**src/include/tile_net_defs.svh**
```systemverilog
/*
 * Tile network endpoint parameters
 * Widths, mesh size, return buffer depth and the outgoing credit limit.
 */

`ifndef TILE_NET_DEFS_SVH
`define TILE_NET_DEFS_SVH

// data and in-tile word address
`define TN_DATA_W 32
`define TN_ADDR_W 16

// mesh coordinates
`define TN_X_W 4
`define TN_Y_W 4

// tiles per row and per column, cache row sits at y == TN_TILES_Y
`define TN_TILES_X 4
`define TN_TILES_Y 4

// return buffer entries
`define TN_RET_DEPTH 4

// requests allowed in flight
`define TN_MAX_CREDITS 4

// register file index
`define TN_REG_W 5

`endif
```
**src/tile_net_pkg.sv**
```systemverilog
/*
 * Tile network endpoint types
 * Vector typedefs, opcodes, return types and the request, packet
 * and return-entry structs shared by the endpoint blocks.
 */

`include "tile_net_defs.svh"

package tile_net_pkg;

  typedef logic [`TN_DATA_W-1:0] data_t;
  typedef logic [31:0] eva_t;
  typedef logic [`TN_ADDR_W-1:0] npa_addr_t;
  typedef logic [`TN_X_W-1:0] x_cord_t;
  typedef logic [`TN_Y_W-1:0] y_cord_t;
  typedef logic [`TN_REG_W-1:0] reg_id_t;
  typedef logic [$clog2(`TN_MAX_CREDITS + 1)-1:0] credit_cnt_t;

  typedef enum logic [1:0] {
    e_remote_load,
    e_remote_store,
    e_remote_amo
  } net_op_e;

  typedef enum logic [1:0] {
    e_ret_int_wb,
    e_ret_float_wb,
    e_ret_ifetch
  } ret_type_e;

  // request as issued by the core
  typedef struct packed {
    eva_t addr;
    data_t data;
    logic [3:0] mask;
    reg_id_t reg_id;
    logic write_not_read;
    logic is_amo;
    logic [3:0] amo_type;
  } remote_req_t;

  typedef struct packed {
    net_op_e op;
    logic [3:0] op_ex;
    npa_addr_t addr;
    data_t payload;
    reg_id_t reg_id;
    x_cord_t dest_x;
    y_cord_t dest_y;
    x_cord_t src_x;
    y_cord_t src_y;
  } net_packet_t;

  typedef struct packed {
    ret_type_e ret_type;
    reg_id_t reg_id;
    data_t data;
  } ret_entry_t;

endpackage

```
**src/return_if.sv**
```systemverilog
/*
 * Return entry bus
 * Head entry of the return buffer with its valid, the buffer full
 * flag and the pop strobe from the steering logic.
 */

`timescale 1ns/1ps

interface return_if;

  logic v;
  tile_net_pkg::ret_entry_t entry;
  logic full;
  // pop, only while v is high
  logic yumi;

  modport producer (
    output v,
    output entry,
    output full,
    input yumi
  );

  modport consumer (
    input v,
    input entry,
    input full,
    output yumi
  );

endinterface

```
**src/tile_net_top.sv**
```systemverilog
/*
 * Tile network endpoint
 * Request packet builder, outgoing credit counter, return buffer
 * and return steering for one compute tile.
 */

`timescale 1ns/1ps

module tile_net_top (
  input logic clk_i,
  input logic rst_n_i,
  input tile_net_pkg::x_cord_t my_x_i,
  input tile_net_pkg::y_cord_t my_y_i,
  input tile_net_pkg::x_cord_t tgo_x_i,
  input tile_net_pkg::y_cord_t tgo_y_i,
  input logic dram_enable_i,
  input tile_net_pkg::remote_req_t req_i,
  input logic req_v_i,
  output logic req_ready_o,
  output tile_net_pkg::net_packet_t pkt_o,
  output logic pkt_v_o,
  output logic invalid_eva_o,
  input logic ret_v_i,
  input tile_net_pkg::ret_type_e ret_type_i,
  input tile_net_pkg::reg_id_t ret_reg_id_i,
  input tile_net_pkg::data_t ret_data_i,
  output logic ret_ready_o,
  output logic ifetch_v_o,
  output tile_net_pkg::data_t ifetch_instr_o,
  output logic int_v_o,
  output tile_net_pkg::reg_id_t int_rd_o,
  output tile_net_pkg::data_t int_data_o,
  output logic int_force_o,
  input logic int_yumi_i,
  output logic float_v_o,
  output tile_net_pkg::reg_id_t float_rd_o,
  output tile_net_pkg::data_t float_data_o,
  output logic float_force_o,
  input logic float_yumi_i,
  output tile_net_pkg::credit_cnt_t credits_o
);

  logic credit_avail;
  logic ret_accept;

  return_if ret_bus ();

  network_tx i_network_tx (
    .clk_i(clk_i),
    .rst_n_i(rst_n_i),
    .my_x_i(my_x_i),
    .my_y_i(my_y_i),
    .tgo_x_i(tgo_x_i),
    .tgo_y_i(tgo_y_i),
    .dram_enable_i(dram_enable_i),
    .req_i(req_i),
    .req_v_i(req_v_i),
    .credit_avail_i(credit_avail),
    .req_ready_o(req_ready_o),
    .pkt_o(pkt_o),
    .pkt_v_o(pkt_v_o),
    .invalid_eva_o(invalid_eva_o),
    .ret(ret_bus.consumer),
    .ifetch_v_o(ifetch_v_o),
    .ifetch_instr_o(ifetch_instr_o),
    .int_v_o(int_v_o),
    .int_rd_o(int_rd_o),
    .int_data_o(int_data_o),
    .int_force_o(int_force_o),
    .int_yumi_i(int_yumi_i),
    .float_v_o(float_v_o),
    .float_rd_o(float_rd_o),
    .float_data_o(float_data_o),
    .float_force_o(float_force_o),
    .float_yumi_i(float_yumi_i)
  );

  return_fifo i_return_fifo (
    .clk_i(clk_i),
    .rst_n_i(rst_n_i),
    .ret_v_i(ret_v_i),
    .ret_type_i(ret_type_i),
    .ret_reg_id_i(ret_reg_id_i),
    .ret_data_i(ret_data_i),
    .ret_ready_o(ret_ready_o),
    .accept_o(ret_accept),
    .ret(ret_bus.producer)
  );

  // every sent packet spends a credit, every accepted return refunds one
  out_credit_counter i_out_credit_counter (
    .clk_i(clk_i),
    .rst_n_i(rst_n_i),
    .spend_i(pkt_v_o),
    .refund_i(ret_accept),
    .credit_avail_o(credit_avail),
    .credits_o(credits_o)
  );

endmodule

```
**src/out_credit_counter.sv**
```systemverilog
/*
 * Outgoing credit counter
 * Tracks free request credits; a sent packet spends one and an
 * accepted return gives one back.
 */

`timescale 1ns/1ps

`include "tile_net_defs.svh"

module out_credit_counter (
  input logic clk_i,
  input logic rst_n_i,
  input logic spend_i,
  input logic refund_i,
  output logic credit_avail_o,
  output tile_net_pkg::credit_cnt_t credits_o
);

  tile_net_pkg::credit_cnt_t count_q;

  always_ff @(posedge clk_i or negedge rst_n_i) begin
    if (!rst_n_i) begin
      count_q <= tile_net_pkg::credit_cnt_t'(`TN_MAX_CREDITS);
    end else begin
      case ({spend_i, refund_i})
        2'b10: count_q <= count_q - 1'b1;
        2'b01: count_q <= count_q + 1'b1;
        default: count_q <= count_q;
      endcase
    end
  end

  assign credits_o = count_q;
  // nothing may be sent once the count hits zero
  assign credit_avail_o = (count_q != '0);

endmodule

```
**src/return_fifo.sv**
```systemverilog
/*
 * Return buffer
 * Circular buffer of return entries from the network; the head
 * entry is offered to the steering logic and popped on yumi.
 */

`timescale 1ns/1ps

`include "tile_net_defs.svh"

module return_fifo (
  input logic clk_i,
  input logic rst_n_i,
  input logic ret_v_i,
  input tile_net_pkg::ret_type_e ret_type_i,
  input tile_net_pkg::reg_id_t ret_reg_id_i,
  input tile_net_pkg::data_t ret_data_i,
  output logic ret_ready_o,
  output logic accept_o,
  return_if.producer ret
);

  localparam int unsigned PTR_W = $clog2(`TN_RET_DEPTH);
  localparam int unsigned CNT_W = $clog2(`TN_RET_DEPTH + 1);

  tile_net_pkg::ret_entry_t mem_q [`TN_RET_DEPTH];
  logic [PTR_W-1:0] wr_ptr_q;
  logic [PTR_W-1:0] rd_ptr_q;
  logic [CNT_W-1:0] count_q;
  logic full;
  logic empty;
  logic push;
  logic pop;

  function automatic logic [PTR_W-1:0] next_ptr(input logic [PTR_W-1:0] ptr);
    if (ptr == PTR_W'(`TN_RET_DEPTH - 1)) begin
      return '0;
    end
    return ptr + 1'b1;
  endfunction

  assign full = (count_q == CNT_W'(`TN_RET_DEPTH));
  assign empty = (count_q == '0);
  assign push = ret_v_i & ~full;
  assign pop = ret.yumi & ~empty;

  assign ret_ready_o = ~full;
  assign accept_o = push;
  assign ret.v = ~empty;
  assign ret.full = full;
  assign ret.entry = mem_q[rd_ptr_q];

  always_ff @(posedge clk_i) begin
    if (push) begin
      mem_q[wr_ptr_q] <= '{ret_type: ret_type_i, reg_id: ret_reg_id_i, data: ret_data_i};
    end
  end

  always_ff @(posedge clk_i or negedge rst_n_i) begin
    if (!rst_n_i) begin
      wr_ptr_q <= '0;
      rd_ptr_q <= '0;
      count_q <= '0;
    end else begin
      if (push) begin
        wr_ptr_q <= next_ptr(wr_ptr_q);
      end
      if (pop) begin
        rd_ptr_q <= next_ptr(rd_ptr_q);
      end
      // push and pop together leave the count alone
      case ({push, pop})
        2'b10: count_q <= count_q + 1'b1;
        2'b01: count_q <= count_q - 1'b1;
        default: count_q <= count_q;
      endcase
    end
  end

endmodule

```
**src/network_tx.sv**
```systemverilog
/*
 * Network transmit and return steering
 * Builds outgoing request packets from core requests and routes
 * buffered return entries to the ifetch, int and float ports.
 */

`timescale 1ns/1ps

module network_tx (
  input logic clk_i,
  input logic rst_n_i,
  input tile_net_pkg::x_cord_t my_x_i,
  input tile_net_pkg::y_cord_t my_y_i,
  input tile_net_pkg::x_cord_t tgo_x_i,
  input tile_net_pkg::y_cord_t tgo_y_i,
  input logic dram_enable_i,
  input tile_net_pkg::remote_req_t req_i,
  input logic req_v_i,
  input logic credit_avail_i,
  output logic req_ready_o,
  output tile_net_pkg::net_packet_t pkt_o,
  output logic pkt_v_o,
  output logic invalid_eva_o,
  return_if.consumer ret,
  output logic ifetch_v_o,
  output tile_net_pkg::data_t ifetch_instr_o,
  output logic int_v_o,
  output tile_net_pkg::reg_id_t int_rd_o,
  output tile_net_pkg::data_t int_data_o,
  output logic int_force_o,
  input logic int_yumi_i,
  output logic float_v_o,
  output tile_net_pkg::reg_id_t float_rd_o,
  output tile_net_pkg::data_t float_data_o,
  output logic float_force_o,
  input logic float_yumi_i
);

  tile_net_pkg::x_cord_t dest_x;
  tile_net_pkg::y_cord_t dest_y;
  tile_net_pkg::npa_addr_t dest_addr;
  logic addr_invalid;

  eva_to_npa i_eva_to_npa (
    .eva_i(req_i.addr),
    .dram_enable_i(dram_enable_i),
    .tgo_x_i(tgo_x_i),
    .tgo_y_i(tgo_y_i),
    .my_x_i(my_x_i),
    .my_y_i(my_y_i),
    .x_cord_o(dest_x),
    .y_cord_o(dest_y),
    .addr_o(dest_addr),
    .is_invalid_o(addr_invalid)
  );

  // packet fields
  always_comb begin
    pkt_o.op = req_i.is_amo ? tile_net_pkg::e_remote_amo
             : (req_i.write_not_read ? tile_net_pkg::e_remote_store
                                     : tile_net_pkg::e_remote_load);
    pkt_o.op_ex = req_i.is_amo ? req_i.amo_type : req_i.mask;
    pkt_o.addr = dest_addr;
    // loads carry only the destination register
    pkt_o.payload = (req_i.write_not_read | req_i.is_amo)
                  ? req_i.data
                  : tile_net_pkg::data_t'(req_i.reg_id);
    pkt_o.reg_id = req_i.reg_id;
    pkt_o.dest_x = dest_x;
    pkt_o.dest_y = dest_y;
    pkt_o.src_x = my_x_i;
    pkt_o.src_y = my_y_i;
  end

  assign req_ready_o = credit_avail_i;
  assign pkt_v_o = req_v_i & credit_avail_i & ~addr_invalid;
  assign invalid_eva_o = req_v_i & addr_invalid;

  assign ifetch_instr_o = ret.entry.data;
  assign int_rd_o = ret.entry.reg_id;
  assign int_data_o = ret.entry.data;
  assign float_rd_o = ret.entry.reg_id;
  assign float_data_o = ret.entry.data;

  // steer the head entry by type
  always_comb begin
    ifetch_v_o = 1'b0;
    int_v_o = 1'b0;
    int_force_o = 1'b0;
    float_v_o = 1'b0;
    float_force_o = 1'b0;
    ret.yumi = 1'b0;

    case (ret.entry.ret_type)
      tile_net_pkg::e_ret_ifetch: begin
        ifetch_v_o = ret.v;
        ret.yumi = ret.v;
      end
      tile_net_pkg::e_ret_float_wb: begin
        float_v_o = ret.v;
        float_force_o = ret.v & ret.full;
        ret.yumi = ret.v & (float_yumi_i | ret.full);
      end
      default: begin
        int_v_o = ret.v;
        int_force_o = ret.v & ret.full;
        ret.yumi = ret.v & (int_yumi_i | ret.full);
      end
    endcase
  end

endmodule

```
**src/eva_to_npa.sv**
```systemverilog
/*
 * EVA to network address translation
 * Maps an effective virtual address to a destination tile and a word
 * address inside it, and flags addresses outside the map.
 */

`timescale 1ns/1ps

`include "tile_net_defs.svh"

module eva_to_npa (
  input tile_net_pkg::eva_t eva_i,
  input logic dram_enable_i,
  input tile_net_pkg::x_cord_t tgo_x_i,
  input tile_net_pkg::y_cord_t tgo_y_i,
  input tile_net_pkg::x_cord_t my_x_i,
  input tile_net_pkg::y_cord_t my_y_i,
  output tile_net_pkg::x_cord_t x_cord_o,
  output tile_net_pkg::y_cord_t y_cord_o,
  output tile_net_pkg::npa_addr_t addr_o,
  output logic is_invalid_o
);

  localparam int unsigned DRAM_X_W = $clog2(`TN_TILES_X);

  logic is_dram;
  logic is_global;
  tile_net_pkg::x_cord_t global_x;
  tile_net_pkg::y_cord_t global_y;

  // region select from the top two bits
  assign is_dram = eva_i[31];
  assign is_global = (eva_i[31:30] == 2'b01);

  assign global_x = eva_i[29:26];
  assign global_y = eva_i[25:22];

  // same word address field in every region
  assign addr_o = eva_i[`TN_ADDR_W+1:2];

  always_comb begin
    x_cord_o = my_x_i;
    y_cord_o = my_y_i;
    is_invalid_o = 1'b0;

    if (is_dram) begin
      // words striped across the cache row below the mesh
      x_cord_o = tile_net_pkg::x_cord_t'(eva_i[2 +: DRAM_X_W]);
      y_cord_o = tile_net_pkg::y_cord_t'(`TN_TILES_Y);
      is_invalid_o = ~dram_enable_i;
    end else if (is_global) begin
      x_cord_o = global_x;
      y_cord_o = global_y;
      is_invalid_o = (global_x >= `TN_TILES_X) || (global_y >= `TN_TILES_Y);
    end else begin
      // local, unused middle bits must be clear
      is_invalid_o = |eva_i[29:18];
    end
  end

endmodule

```
**config.mk**
```make
export PLATFORM = sky130hd
export DESIGN_NAME = tile_net_top
export DESIGN_NICKNAME = d
export VERILOG_FILES = /design/src/tile_net_pkg.sv /design/src/return_if.sv /design/src/tile_net_top.sv /design/src/out_credit_counter.sv /design/src/return_fifo.sv /design/src/network_tx.sv /design/src/eva_to_npa.sv
export VERILOG_INCLUDE_DIRS = /design/src /design/src/include
export SDC_FILE = /design/constraint.sdc
export NUM_CORES = 1
export LEC_CHECK = 0
export ABC_CLOCK_PERIOD_IN_PS = 5400
export CORE_ASPECT_RATIO = 1.5
export CORE_UTILIZATION = 40
export CTS_CLUSTER_SIZE = 28
export DETAILED_ROUTE_END_ITERATION = 8
export DONT_BUFFER_PORTS = 1
export GPL_TIMING_DRIVEN = 0
export PLACE_DENSITY_LB_ADDON = 0.3
export SLEW_MARGIN = 20
export SYNTH_ARGS = -nofsm -noshare
export SYNTH_HDL_FRONTEND = slang
export SYNTH_SLANG_ARGS = --single-unit
export TNS_END_PERCENT = 20
```
**constraint.sdc**
```tcl
create_clock -name clk_i -period 5.4 [get_ports clk_i]
set_input_delay 0.27 -clock clk_i [delete_from_list [all_inputs] [get_ports clk_i]]
set_output_delay 0.27 -clock clk_i [all_outputs]
set_load 0.01 [all_outputs]
```
==> run metrics <==
Inst Count DP=688; Synth cell types=34; final setup violation count=0; Die Area=0.0195 sq mm; FF+latch area=0.00494 sq mm; fin crit share=0.576; first drt pass iteration count=4; htree depth=4; Overall Power=5.10 mW; Worst-Margin Slew=686 ps; largest net degree at the start of global routing=40; Layout Area Growth over Synthesis=17.7%; Rel. slew slack=0.542; Cells after Synth=436; synthesis-stage register bit count=166; fin nets=647; Via density=5.01; CTS Buf Count=17; Root Driver=clkbuf_16; Slew Limit Fails=0; total number of vias=3849; IO buf count=0; GP Congestion=0.880; hold crit path type=input pin to async pin; run status=finished clean; Initial Utilization=0.408; Multi-input gate area=0.00177 sq mm; Critical Path Start Type=register; kind of critical path=register to register; Max rail drop VDD=0.267 mV; CP endpoint kind=register; share of cells above drive strength 1=0.396; Setup Skew=13.8 ps; Leakage=3.20 nW; Critical Path AT=3400 ps; max_cap viols=0; Highest Clock Rate=0.322 GHz; CTS tree=built; register area share after synthesis=0.653; Pwr Density=573 mW/mm^2; GRT Util Overall=0.164; vias in the first global route=4086; Final HPWL DP=11.3 mm; Worst EP required=5690 ps; final setup TNS=0 ps; core area=0.0185 sq mm; synthesized area per cell=17.3 sq um; ANT nets after route=0; die span in y=170 um; Longest Clk Path Bufs=2; Crit Path Max Fanout=10; Ports=334; Iter 0 DRT Violations=101; first-pass GRT wire length=22.5 mm; clk slew on worst S/H paths=70 ps; clock sink count=166; Mapped Area=0.00756 sq mm; fillers=1563; post-route worst setup slack=2290 ps; total gr overflow=0; Final Critical Period=3110 ps; worst-skew pair later-pin latency=420 ps; DRT Wirelength=16.1 mm; final hold vios=0; Placement Setup Slack=2280 ps; routed len/inst=20.9 um; DRC violations left=0; RSZ-0062 raised after global routing=false; Syn. warnings=0; Chip Width=114 um; Post-Syn Nets=588; final core utilization=0.480; cell row count=61; antenna violations before repair=10; final std cells w/o fill=768
-- flip-flops by register name, indices dropped and copies added, names as in the netlist --
register	count
i_return_fifo.mem_q	156
i_out_credit_counter.credits_o	3
i_return_fifo.count_q	3
i_return_fifo.rd_ptr_q	2
i_return_fifo.wr_ptr_q	2
-- power breakdown --
part | internal, mW | switching [mW] | total [mW] | leakage [nW]
logic | 0.954 | 1.13 | 2.08 | 1.37
registers | 1.72 | 0.0941 | 1.81 | 1.55
clock network | 0.694 | 0.511 | 1.20 | 0.285
-- logic make-up after synthesis --
family,synth area share
xor gates and xnor gates,0.00695
buffers and inverters,0.115
DFF,0.653
AOI/OAI and AO/OA,0.0103
adders and majority gates,0.0202
and+or+nand+nor,0.0457
muxes,0.150
-- critical path, cell delays in order, from the launching register on --
cell and delay, ps:
dfrtp_1 360, buf_6 130, buf_6 180, mux4_2 550
ha_1 250, mux2_4 320, o31ai_4 250, inv_1 80
ha_1 230, inv_1 90, fa_1 190, xor2_1 150
nor2_1 60, xor2_1 140
-- layout by cell type (no fill, tap or decap), types with 9 or more instances in the layout --
cell type,instances
clkbuf_16,17
inv_1,10
buf_4,103
ha_1,9
nor2_1,11
mux2_2,14
edfxtp_1,156
mux4_2,39
dlygate4sd3_1,40
nor2b_1,29
dfrtp_1,9
-- synthesized netlist by cell type --
cell type	number	area share
and4_1	1	0.0012
o21ai_0	2	0.0013
nor4_1	2	0.0017
ha_1	9	0.015
buf_2	2	0.0013
a21boi_0	1	0.00099
mux2_2	14	0.021
fa_1	2	0.0053
buf_4	103	0.10
clkbuf_1	3	0.0015
dfstp_2	1	0.0035
or4_4	1	0.0015
nor2b_1	29	0.024
a221o_1	1	0.0013
and3_1	2	0.0017
mux2_4	1	0.0020
a21boi_2	1	0.0015
inv_1	10	0.0050
xnor2_1	2	0.0023
and2_1	7	0.0058
buf_1	3	0.0015
nor2_1	11	0.0055
nand4_1	1	0.00083
o31ai_4	1	0.0028
mux4_2	39	0.12
buf_6	2	0.0030
o21ai_2	1	0.0012
nand2_1	4	0.0020
edfxtp_1	156	0.62
mux2i_1	8	0.011
dfrtp_1	9	0.030
or3_1	2	0.0017
xor2_1	4	0.0046
a211o_1	1	0.0012
-- metal layers --
metal | vias up | track usage | part of all wire
li1 | 1662 | - | -
met2 | 229 | 0.320 | 0.57
met5 | - | 0 | 0.0035
met1 | 1916 | 0.145 | 0.31
met3 | 34 | 0.0552 | 0.079
met4 | 8 | 0.0853 | 0.034
-- repair_timing --
| action | CTS | global route |
|---|---|---|
| buffers inserted | 0 | 0 |
| gates resized for setup | 0 | 0 |
| endpoints found under the hold margin | 166 | 0 |
| hold buffers | 40 | 0 |
-- cell type report --
| cell class | count | share of cell area |
|---|---|---|
| sequential | 166 | 0.555 |
| timing repair buffer | 40 | 0.0450 |
| antenna | 8 | 0.00225 |
| clock inverter | 14 | 0.0184 |
| buffer | 113 | 0.0931 |
| clock buffer | 18 | 0.0482 |
| tap | 252 | 0.0354 |
| multi-input combinational | 147 | 0.199 |
| inverter | 10 | 0.00422 |
-- worst paths after layout --
| check | from | endpoint | slack, ps | depth (start not counted) |
|---|---|---|---|---|
| worst max-delay path | i_return_fifo.rd_ptr_q[0] | i_return_fifo.count_q[2] | 2290 | 13 |
| worst min-delay path | rst_n_i | i_out_credit_counter.credits_o[1] | 260 | 1 |
| worst max register to register | i_return_fifo.rd_ptr_q[0] | i_return_fifo.count_q[2] | 2290 | 13 |
| worst min register to register | i_return_fifo.count_q[0] | i_return_fifo.count_q[0] | 540 | 1 |
| max in group asynchronous | rst_n_i | i_out_credit_counter.credits_o[2] | 4780 | 1 |
| min in group clk_i | req_v_i | i_out_credit_counter.credits_o[0] | 260 | 3 |
-- metrics by stage --
stage | hold WS (ps) | instance area (sq um)
2_1_floorplan | -25.6 | 7560
3_3_place_gp | -25.2 | 7880
3_5_place_dp | -25.2 | 7890
4_1_cts | 257 | 8880
5_1_grt | 274 | 8890
6_report | 257 | 8900
No activity file was read; power rests on OpenSTA's default activity.
